## config.mk

```make
export PLATFORM = sky130hd
export DESIGN_NAME = fma_top
export DESIGN_NICKNAME = d
export VERILOG_FILES = /design/src/logic/fma_pkg.sv /design/src/logic/fma_top.sv /design/src/logic/fma_cfg_regs.sv /design/src/logic/fma_core.sv /design/src/logic/fma_special.sv /design/src/logic/fma_round.sv
export SDC_FILE = /design/constraint.sdc
export NUM_CORES = 2
export LEC_CHECK = 0
export ABC_AREA = 0
export BUFFER_PORTS_ARGS = -buffer_cell sky130_fd_sc_hd__buf_2
export CORE_MARGIN = 2
export CORE_UTILIZATION = 40
export CTS_BUF_LIST = sky130_fd_sc_hd__clkbuf_16
export CTS_CLUSTER_SIZE = 12
export DETAILED_ROUTE_END_ITERATION = 6
export HOLD_SLACK_MARGIN = 0.1
export PLACE_DENSITY = 0.56
export SETUP_SLACK_MARGIN = 0.4
export SLEW_MARGIN = 20
export SYNTH_ARGS = -nofsm -noshare
export SYNTH_HDL_FRONTEND = slang
export SYNTH_HIERARCHICAL = 1
export SYNTH_SLANG_ARGS = --single-unit
export TNS_END_PERCENT = 30
```

## constraint.sdc

```tcl
create_clock -name clk -period 9.15 [get_ports clk]
set_input_delay 0.4575 -clock clk [delete_from_list [all_inputs] [get_ports clk]]
set_output_delay 0.4575 -clock clk [all_outputs]
set_load 0.005 [all_outputs]
```

## src/logic/fma_pkg.sv

```systemverilog
package fma_pkg;

  // single-precision layout
  localparam int fp_width  = 32;
  localparam int exp_width = 8;
  localparam int man_width = 23;
  localparam int exp_bias  = 127;

  // signed working exponent, wide enough for the product of two denormals
  localparam int ext_exp_width = 10;

  // biased exponent field of infinity and NaN
  localparam int inf_exp = 255;

  // rounding modes
  localparam logic [2:0] rm_rne = 3'd0;
  localparam logic [2:0] rm_rtz = 3'd1;
  localparam logic [2:0] rm_rdn = 3'd2;
  localparam logic [2:0] rm_rup = 3'd3;
  localparam logic [2:0] rm_rmm = 3'd4;

  // operation select, bit 0 negates c and bit 1 negates the product
  localparam logic [1:0] op_madd  = 2'b00;
  localparam logic [1:0] op_msub  = 2'b01;
  localparam logic [1:0] op_nmsub = 2'b10;
  localparam logic [1:0] op_nmadd = 2'b11;

  // every NaN result leaves as this one
  localparam logic [fp_width-1:0] qnan_value = 32'hffc00000;

endpackage
```

## src/logic/fma_top.sv

```systemverilog
`timescale 1ns/1ns

module fma_top import fma_pkg::*; (
  input  logic                clk,
  input  logic                rst,
  input  logic [fp_width-1:0] a,
  input  logic [fp_width-1:0] b,
  input  logic [fp_width-1:0] c,
  input  logic                cfg_we,
  input  logic [2:0]          cfg_rm,
  input  logic [1:0]          cfg_op,
  output logic [fp_width-1:0] result,
  output logic                result_stb,
  output logic [2:0]          sticky_flags
);

  logic [2:0] rm;
  logic [1:0] op;
  logic       flag_invalid;
  logic       flag_overflow;
  logic       flag_inexact;

  fma_cfg_regs u_cfg_regs (
    .clk           (clk),
    .rst           (rst),
    .cfg_we        (cfg_we),
    .cfg_rm        (cfg_rm),
    .cfg_op        (cfg_op),
    .result_stb    (result_stb),
    .flag_invalid  (flag_invalid),
    .flag_overflow (flag_overflow),
    .flag_inexact  (flag_inexact),
    .rm            (rm),
    .op            (op),
    .sticky_flags  (sticky_flags)
  );

  fma_core u_core (
    .clk           (clk),
    .rst           (rst),
    .a             (a),
    .b             (b),
    .c             (c),
    .rm            (rm),
    .op            (op),
    .result        (result),
    .result_stb    (result_stb),
    .flag_invalid  (flag_invalid),
    .flag_overflow (flag_overflow),
    .flag_inexact  (flag_inexact)
  );

endmodule

```

## src/logic/fma_cfg_regs.sv

```systemverilog
`timescale 1ns/1ns

module fma_cfg_regs import fma_pkg::*; (
  input  logic       clk,
  input  logic       rst,
  input  logic       cfg_we,
  input  logic [2:0] cfg_rm,
  input  logic [1:0] cfg_op,
  input  logic       result_stb,
  input  logic       flag_invalid,
  input  logic       flag_overflow,
  input  logic       flag_inexact,
  output logic [2:0] rm,
  output logic [1:0] op,
  // bit 0 invalid, bit 1 overflow, bit 2 inexact
  output logic [2:0] sticky_flags
);

  always_ff @(posedge clk) begin
    if (rst) begin
      rm           <= rm_rne;
      op           <= op_madd;
      sticky_flags <= '0;
    end else if (cfg_we) begin
      // unknown rounding codes fall back to round-to-nearest-even
      rm           <= (cfg_rm > rm_rmm) ? rm_rne : cfg_rm;
      op           <= cfg_op;
      // a write clears the flags, even against a result in the same cycle
      sticky_flags <= '0;
    end else if (result_stb) begin
      sticky_flags <= sticky_flags | {flag_inexact, flag_overflow, flag_invalid};
    end
  end

endmodule

```

## src/logic/fma_core.sv

```systemverilog
`timescale 1ns/1ns

module fma_core import fma_pkg::*; (
  input  logic                clk,
  input  logic                rst,
  input  logic [fp_width-1:0] a,
  input  logic [fp_width-1:0] b,
  input  logic [fp_width-1:0] c,
  input  logic [2:0]          rm,
  input  logic [1:0]          op,
  output logic [fp_width-1:0] result,
  output logic                result_stb,
  output logic                flag_invalid,
  output logic                flag_overflow,
  output logic                flag_inexact
);

  typedef enum logic [3:0] {
    st_unpack,
    st_special,
    st_normalise,
    st_multiply,
    st_align,
    st_add,
    st_normalise_1,
    st_normalise_2,
    st_pack,
    st_put
  } state_t;

  state_t state;

  logic [2:0]                      rm_q;
  logic [1:0]                      op_q;
  logic                            a_s, b_s, c_s, t_s, z_s;
  logic signed [ext_exp_width-1:0] a_e, b_e, c_e, t_e, z_e;
  logic [man_width:0]              a_m, b_m, c_m, z_m;
  // product and addend share one 48-bit frame, msb weight 2^exponent
  logic [2*man_width+1:0]          t_m, c_w;
  logic [2*man_width+2:0]          sum;
  logic                            guard, round_bit, sticky;
  logic [fp_width-1:0]             z;
  logic                            z_inv, z_ovf, z_inx;

  logic                            prod_sign;
  logic                            is_special;
  logic                            sp_invalid;
  logic [fp_width-1:0]             special_z;

  logic signed [ext_exp_width-1:0] e_diff;
  logic [ext_exp_width-1:0]        e_dist;
  logic [5:0]                      sh_amt;
  logic [2*man_width+1:0]          small_m, small_sh, aligned;
  logic                            small_st;

  logic [man_width:0]              round_zm;
  logic signed [ext_exp_width-1:0] round_ze;
  logic                            round_inx;

  assign prod_sign = a_s ^ b_s ^ op_q[1];

  fma_special u_special (
    .a_s        (a_s),
    .a_e        (a_e),
    .a_m        (a_m[man_width-1:0]),
    .b_s        (b_s),
    .b_e        (b_e),
    .b_m        (b_m[man_width-1:0]),
    .c_s        (c_s),
    .c_e        (c_e),
    .c_m        (c_m[man_width-1:0]),
    .prod_sign  (prod_sign),
    .is_special (is_special),
    .special_z  (special_z),
    .invalid    (sp_invalid)
  );

  fma_round u_round (
    .man_in    (z_m),
    .exp_in    (z_e),
    .sign      (z_s),
    .guard     (guard),
    .round_bit (round_bit),
    .sticky    (sticky),
    .rm        (rm_q),
    .man_out   (round_zm),
    .exp_out   (round_ze),
    .inexact   (round_inx)
  );

  // the operand with the smaller exponent is shifted right in one step,
  // bits that fall off are folded into the lsb
  always_comb begin
    e_diff   = t_e - c_e;
    e_dist   = (e_diff < 0) ? -e_diff : e_diff;
    sh_amt   = (e_dist > 2*man_width+2) ? 6'(2*man_width+2) : e_dist[5:0];
    small_m  = (e_diff < 0) ? t_m : c_w;
    small_sh = small_m >> sh_amt;
    small_st = |(small_m & ~({(2*man_width+2){1'b1}} << sh_amt));
    aligned  = {small_sh[2*man_width+1:1], small_sh[0] | small_st};
  end

  always_ff @(posedge clk) begin
    if (rst) begin
      state         <= st_unpack;
      result_stb    <= 1'b0;
      flag_invalid  <= 1'b0;
      flag_overflow <= 1'b0;
      flag_inexact  <= 1'b0;
    end else begin
      case (state)
        st_unpack: begin
          result_stb <= 1'b0;
          rm_q       <= rm;
          op_q       <= op;
          a_s        <= a[fp_width-1];
          b_s        <= b[fp_width-1];
          c_s        <= c[fp_width-1] ^ op[0];
          a_e <= ext_exp_width'(a[fp_width-2:man_width]) - ext_exp_width'(exp_bias);
          b_e <= ext_exp_width'(b[fp_width-2:man_width]) - ext_exp_width'(exp_bias);
          c_e <= ext_exp_width'(c[fp_width-2:man_width]) - ext_exp_width'(exp_bias);
          a_m        <= {1'b0, a[man_width-1:0]};
          b_m        <= {1'b0, b[man_width-1:0]};
          c_m        <= {1'b0, c[man_width-1:0]};
          z_inv      <= 1'b0;
          z_ovf      <= 1'b0;
          z_inx      <= 1'b0;
          state      <= st_special;
        end

        st_special: begin
          if (is_special) begin
            z     <= special_z;
            z_inv <= sp_invalid;
            state <= st_put;
          end else begin
            // denormals take the minimum exponent, normals get the hidden bit
            if (a_e == -exp_bias) a_e <= ext_exp_width'(1 - exp_bias);
            else a_m[man_width] <= 1'b1;
            if (b_e == -exp_bias) b_e <= ext_exp_width'(1 - exp_bias);
            else b_m[man_width] <= 1'b1;
            if (c_e == -exp_bias) c_e <= ext_exp_width'(1 - exp_bias);
            else c_m[man_width] <= 1'b1;
            state <= st_normalise;
          end
        end

        st_normalise: begin
          if (!a_m[man_width]) begin
            a_m <= a_m << 1;
            a_e <= a_e - ext_exp_width'(1);
          end
          if (!b_m[man_width]) begin
            b_m <= b_m << 1;
            b_e <= b_e - ext_exp_width'(1);
          end else if (a_m[man_width]) begin
            state <= st_multiply;
          end
        end

        st_multiply: begin
          t_s   <= prod_sign;
          t_e   <= a_e + b_e + ext_exp_width'(1);
          t_m   <= a_m * b_m;
          c_w   <= {c_m, {(man_width + 1){1'b0}}};
          state <= st_align;
        end

        st_align: begin
          // z_e names the weight of the sum's carry bit
          if (e_diff < 0) begin
            t_m <= aligned;
            z_e <= c_e + ext_exp_width'(1);
          end else begin
            c_w <= aligned;
            z_e <= t_e + ext_exp_width'(1);
          end
          state <= st_add;
        end

        st_add: begin
          if (t_s == c_s) begin
            sum <= {1'b0, t_m} + {1'b0, c_w};
            z_s <= t_s;
          end else if (t_m >= c_w) begin
            sum <= {1'b0, t_m} - {1'b0, c_w};
            z_s <= t_s;
          end else begin
            sum <= {1'b0, c_w} - {1'b0, t_m};
            z_s <= c_s;
          end
          state <= st_normalise_1;
        end

        st_normalise_1: begin
          if (sum == '0) begin
            // exact cancellation gives +0, or -0 when rounding down
            z     <= {rm_q == rm_rdn, {(fp_width - 1){1'b0}}};
            state <= st_put;
          end else if (!sum[2*man_width+2]) begin
            sum <= sum << 1;
            z_e <= z_e - ext_exp_width'(1);
          end else begin
            z_m       <= sum[2*man_width+2:man_width+2];
            guard     <= sum[man_width+1];
            round_bit <= sum[man_width];
            sticky    <= |sum[man_width-1:0];
            state     <= st_normalise_2;
          end
        end

        st_normalise_2: begin
          // below the normal range, shift right into a denormal
          if (z_e < 1 - exp_bias) begin
            z_e       <= z_e + ext_exp_width'(1);
            z_m       <= z_m >> 1;
            guard     <= z_m[0];
            round_bit <= guard;
            sticky    <= sticky | round_bit;
          end else begin
            state <= st_pack;
          end
        end

        st_pack: begin
          if (round_ze > exp_bias) begin
            z     <= {z_s, exp_width'(inf_exp), {man_width{1'b0}}};
            z_ovf <= 1'b1;
            z_inx <= 1'b1;
          end else begin
            z[fp_width-1]    <= z_s;
            z[man_width-1:0] <= round_zm[man_width-1:0];
            if (!round_zm[man_width])
              z[fp_width-2:man_width] <= '0;
            else
              z[fp_width-2:man_width] <= round_ze[exp_width-1:0] + exp_width'(exp_bias);
            z_inx <= round_inx;
          end
          state <= st_put;
        end

        st_put: begin
          result        <= z;
          result_stb    <= 1'b1;
          flag_invalid  <= z_inv;
          flag_overflow <= z_ovf;
          flag_inexact  <= z_inx;
          state         <= st_unpack;
        end

        default: state <= st_unpack;
      endcase
    end
  end

endmodule

```

## src/logic/fma_special.sv

```systemverilog
`timescale 1ns/1ns

module fma_special import fma_pkg::*; (
  input  logic                             a_s,
  input  logic signed [ext_exp_width-1:0]  a_e,
  input  logic [man_width-1:0]             a_m,
  input  logic                             b_s,
  input  logic signed [ext_exp_width-1:0]  b_e,
  input  logic [man_width-1:0]             b_m,
  input  logic                             c_s,
  input  logic signed [ext_exp_width-1:0]  c_e,
  input  logic [man_width-1:0]             c_m,
  input  logic                             prod_sign,
  output logic                             is_special,
  output logic [fp_width-1:0]              special_z,
  output logic                             invalid
);

  logic a_nan, b_nan, c_nan;
  logic a_inf, b_inf, c_inf;
  logic a_zero, b_zero, c_zero;
  logic prod_inf, prod_zero;

  // unbiased exponents, so inf/nan sit at +128 and zero/denormal at -127
  assign a_nan  = (a_e == inf_exp - exp_bias) && (a_m != '0);
  assign b_nan  = (b_e == inf_exp - exp_bias) && (b_m != '0);
  assign c_nan  = (c_e == inf_exp - exp_bias) && (c_m != '0);
  assign a_inf  = (a_e == inf_exp - exp_bias) && (a_m == '0);
  assign b_inf  = (b_e == inf_exp - exp_bias) && (b_m == '0);
  assign c_inf  = (c_e == inf_exp - exp_bias) && (c_m == '0);
  assign a_zero = (a_e == -exp_bias) && (a_m == '0);
  assign b_zero = (b_e == -exp_bias) && (b_m == '0);
  assign c_zero = (c_e == -exp_bias) && (c_m == '0);

  assign prod_inf  = a_inf | b_inf;
  assign prod_zero = a_zero | b_zero;

  always_comb begin
    is_special = 1'b1;
    invalid    = 1'b0;
    special_z  = qnan_value;
    if (a_nan || b_nan || c_nan) begin
      special_z = qnan_value;
    end else if ((a_inf && b_zero) || (b_inf && a_zero)) begin
      invalid = 1'b1;
    end else if (prod_inf && c_inf && (prod_sign != c_s)) begin
      invalid = 1'b1;
    end else if (prod_inf) begin
      special_z = {prod_sign, exp_width'(inf_exp), {man_width{1'b0}}};
    end else if (c_inf) begin
      special_z = {c_s, exp_width'(inf_exp), {man_width{1'b0}}};
    end else if (prod_zero && c_zero) begin
      // 0 + 0 is negative only when both terms are
      special_z = {prod_sign & c_s, {(fp_width - 1){1'b0}}};
    end else if (prod_zero) begin
      special_z = {c_s, c_e[exp_width-1:0] + exp_width'(exp_bias), c_m};
    end else begin
      is_special = 1'b0;
    end
  end

endmodule

```

## src/logic/fma_round.sv

```systemverilog
`timescale 1ns/1ns

module fma_round import fma_pkg::*; (
  input  logic [man_width:0]               man_in,
  input  logic signed [ext_exp_width-1:0]  exp_in,
  input  logic                             sign,
  input  logic                             guard,
  input  logic                             round_bit,
  input  logic                             sticky,
  input  logic [2:0]                       rm,
  output logic [man_width:0]               man_out,
  output logic signed [ext_exp_width-1:0]  exp_out,
  output logic                             inexact
);

  logic                 any_bit;
  logic                 inc;
  logic [man_width+1:0] man_inc;

  // anything below the lsb makes the result inexact
  assign any_bit = guard | round_bit | sticky;
  assign inexact = any_bit;

  always_comb begin
    case (rm)
      // ties go to the even mantissa
      rm_rne: inc = guard & (round_bit | sticky | man_in[0]);
      rm_rtz: inc = 1'b0;
      // toward -inf only moves negative magnitudes up
      rm_rdn: inc = sign & any_bit;
      rm_rup: inc = ~sign & any_bit;
      // ties away from zero
      rm_rmm: inc = guard;
      default: inc = 1'b0;
    endcase
  end

  assign man_inc = {1'b0, man_in} + {{(man_width + 1){1'b0}}, inc};

  // a carry out of the mantissa only happens from all ones, so the
  // shifted value is exactly the hidden bit
  always_comb begin
    if (man_inc[man_width+1]) begin
      man_out = man_inc[man_width+1:1];
      exp_out = exp_in + ext_exp_width'(1);
    end else begin
      man_out = man_inc[man_width:0];
      exp_out = exp_in;
    end
  end

endmodule

```

==> flow_metrics.tcl <==
set metrics [dict create \
    outcome "finished, final reports clean" \
    worst_clock_skew_ps 50.9 \
    postSynth.asyncResetShare_pct 0 \
    grt_remaining_overflow 0 \
    postRouteWirelength_um 190000 \
    min_period_ps 8330 \
    antenna_found_initial 4 \
    route.vias.total 44512 \
    min_period_over_period_pct 91.1 \
    grtUsageMet1_pct 38.8 \
    grt_use_met3_pct 3.36 \
    floorplan.die_area_mm2 0.131 \
    synth_top_cell_by_area "sky130_fd_sc_hd__edfxtp_1" \
    fmax_ghz 0.120 \
    row_count 131 \
    synth.yosys.warnings 6 \
    library_cells_used_by_synthesis 111 \
    die_height_um 362 \
    initial_core_util_pct 40.3 \
    number_of_synthesized_flops_with_an_enable_pin 369 \
    post_route_cells_drive_above_1_share_pct 8.09 \
    cp_slowest_stage_delay_ps 570 \
    cp_top_family "adder cells" \
    avgViaCountPerCell 5.83 \
    global_route.usage.met2_pct 45.8 \
    cp_slowest_cell "sky130_fd_sc_hd__fa_1" \
    cts-root-to-sink-buffers 3 \
    port_buffers 139 \
    worst_path_bufs_invs 6 \
    layer_with_the_highest_usage_after_global_routing "met2" \
    cts.sinks 385 \
    floorplan.core_area_mm2 0.128 \
    clockRootBuffer "sky130_fd_sc_hd__clkbuf_16" \
    instances_no_fill 7632 \
    mappedNetlistArea_mm2 0.0513 \
    synth.top_cell.area_share_pct 21.6 \
    area_delta_synth_final_pct 9.08 \
    synth_seq_area_share_pct 22.2 \
    maximum_number_of_pins_on_one_net_before_global_route_repair 58 \
    grt_usage_pct 28.6 \
    drtPass1Iterations 6 \
    dpl-instance-area_mm2 0.0538 \
    critPathLaunchType "flop" \
    cts_made_buffers 50 \
    setup_repair_after_global_routing_missed_its_margin "false" \
    timing.max_cap.violations 0 \
    final.setup.tns_ps 0 \
    die_w_um 362 \
    globalplace.congestion 1.06 \
    dpl.cell_count 7484 \
    via_count_of_the_first_global_routing_pass 44057 \
    synthesis.area_per_instance_um2 8.73 \
    detail_route.iter0.violations 4371 \
    h-tree-depth 2 \
    clk-insertion-delay-late_ps 680 \
    hold_viol 0 \
    reg2reg_setup_slack_ps 820 \
    final_nets 6881 \
    slew_violations 0 \
    worst_min_delay_path_category "in2reg" \
    setup_viol 0 \
    synthFlopType "sky130_fd_sc_hd__edfxtp_1" \
    timing.critical_path.fanout_max 7 \
    worst-endpoint-arrival_ps 8710 \
    detailedPlacementHpwl_um 150000 \
    synth_nets 6835 \
    endpoint_kind "flop" \
    path_common_cell "sky130_fd_sc_hd__fa_1" \
    wire_per_inst_um 24.9 \
    drtAntennaViolNets 0 \
    actual_transition_at_the_worst_max_transition_pin_ps 1240 \
    final.fill_count 12732 \
    tritoncts "done" \
    cp_data_required_time_ps 9530 \
    stdcell_area_mm2 0.0560 \
    worst_setup_hold_path_clk_slew_ps 60 \
    ioPinCount 140 \
    relSlewSlack_pct 16.5 \
    ys_seq_elements 385 \
    grt_first_pass_wirelength_um 285000 \
    drc_errors 0 \
    synth.top_cells.by_area "sky130_fd_sc_hd__edfxtp_1 (22%), sky130_fd_sc_hd__fa_1 (19%), sky130_fd_sc_hd__ha_1 (8.8%), sky130_fd_sc_hd__inv_1 (5.5%), sky130_fd_sc_hd__nand2_1 (4.8%)" \
    worstSetupPathType "reg2reg" \
    post_synth_inst_count 5882 \
]
through the flow:
step	setup WS [ps]	util, %	hold WS (ps)
4_1_cts	659	43.9	105
2_1_floorplan	1030	-	400
3_5_place_dp	678	42.2	405
6_report	815	43.9	150
5_1_grt	417	43.9	140
3_3_place_gp	664	42.2	402
path summary, 6_finish.rpt:
check / to / cells past startpoint / startpoint
max: u_core/t_m[47] / 28 / u_core/a_m[16]
min: u_core/a_e[0] / 2 / a[23]
max reg2reg: u_core/t_m[47] / 28 / u_core/a_m[16]
min reg2reg: u_core/result[4] / 0 / u_core/z[4]
registers in the layout, indices dropped and copies added (netlist names), 2 cells and up:
name,cells
u_core/b_m,24
u_core/z_m,24
u_core/c_e,9
u_core/b_e,10
u_core/result,32
u_core/sum,49
u_core/a_e,10
u_core/z_e,10
u_core/t_m,48
u_cfg_regs/rm,3
u_core/state,4
u_core/c_w,48
u_core/t_e,10
u_core/a_m,24
u_core/z,32
u_core/c_m,24
u_cfg_regs/op,2
u_cfg_regs/sticky_flags,3
u_core/rm_q,3
logic make-up (layout without fill, tap and decap cells):
group / after synthesis / in the layout / share of synthesized area (%)
and+or+nand+nor: 1899 / 1899 / 18.5
xor gates and xnor gates: 194 / 194 / 3.35
muxes: 195 / 195 / 4.08
buffers and inverters: 1068 / 1153 / 8.04
adders and majority gates: 850 / 850 / 27.8
AOI/OAI and AO/OA: 1291 / 1291 / 16.0
other: 0 / 3 / 0
DFF: 385 / 385 / 22.2
area by class of cell:
type                    instances  area (um2)  area share [%]
flip-flops and latches        385       11400            20.4
diodes                          3        7.51          0.0134
multi-input cells            4429       36000            64.2
clock buffers                  50        1250            2.23
well taps                    1662        2080            3.71
repair buffers                307        2090            3.73
inverters                     755        2830            5.06
clock inverters                41         365           0.652
cell usage in the layout, fill, tap and decap left out, types with 133 or more instances in the layout:
| cell type | n |
|---|---|
| sky130_fd_sc_hd__inv_1 | 762 |
| sky130_fd_sc_hd__nand2_1 | 650 |
| sky130_fd_sc_hd__fa_1 | 488 |
| sky130_fd_sc_hd__edfxtp_1 | 369 |
| sky130_fd_sc_hd__ha_1 | 361 |
| sky130_fd_sc_hd__a21oi_1 | 351 |
| sky130_fd_sc_hd__and2_1 | 336 |
| sky130_fd_sc_hd__o21ai_0 | 325 |
| sky130_fd_sc_hd__nor2_1 | 300 |
| sky130_fd_sc_hd__buf_2 | 139 |
| sky130_fd_sc_hd__mux2i_1 | 134 |
| sky130_fd_sc_hd__xnor2_1 | 133 |
worst register-to-register path: cells and delay by family (launching register included):
kind	cells	cell delay, ps
adder cells (fa/ha/maj)	8	3930
AO/OA/AOI/OAI	12	3010
flip-flops	1	470
buffers and inverters	6	320
AND/OR/NAND/NOR	1	210
XOR/XNOR	1	140
cells in the mapped netlist, types with 58 or more instances:
library cell and count:
sky130_fd_sc_hd__inv_1 753, sky130_fd_sc_hd__mux2i_1 135, sky130_fd_sc_hd__clkbuf_1 238, sky130_fd_sc_hd__nand2b_1 77
sky130_fd_sc_hd__nor3_1 123, sky130_fd_sc_hd__nand2_1 652, sky130_fd_sc_hd__and2_1 336, sky130_fd_sc_hd__fa_1 488
sky130_fd_sc_hd__ha_1 361, sky130_fd_sc_hd__xnor2_1 134, sky130_fd_sc_hd__o21ai_0 325, sky130_fd_sc_hd__xor2_1 58
sky130_fd_sc_hd__a21o_1 93, sky130_fd_sc_hd__nand3_1 113, sky130_fd_sc_hd__o21bai_1 77, sky130_fd_sc_hd__nor2_1 304
sky130_fd_sc_hd__a21oi_1 354, sky130_fd_sc_hd__edfxtp_1 369
repair_timing:
item / 4_1_cts / 5_1_grt
hold buffers: 52 / 0
setup endpoints to repair: 0 / 2
endpoints found under the hold margin: 50 / 0
gates resized for setup: 0 / 1
buffers inserted: 0 / 2
routing by layer:
| layer | vias up | wire length, um |
|---|---|---|
| met5 | - | 14 |
| met4 | 2 | 9500 |
| met3 | 369 | 12400 |
| met2 | 1821 | 86500 |
| met1 | 22166 | 81500 |
| li1 | 20154 | - |
Power is not shown: default switching activity piles up to over one toggle a cycle in this logic, so the estimate is an artifact.
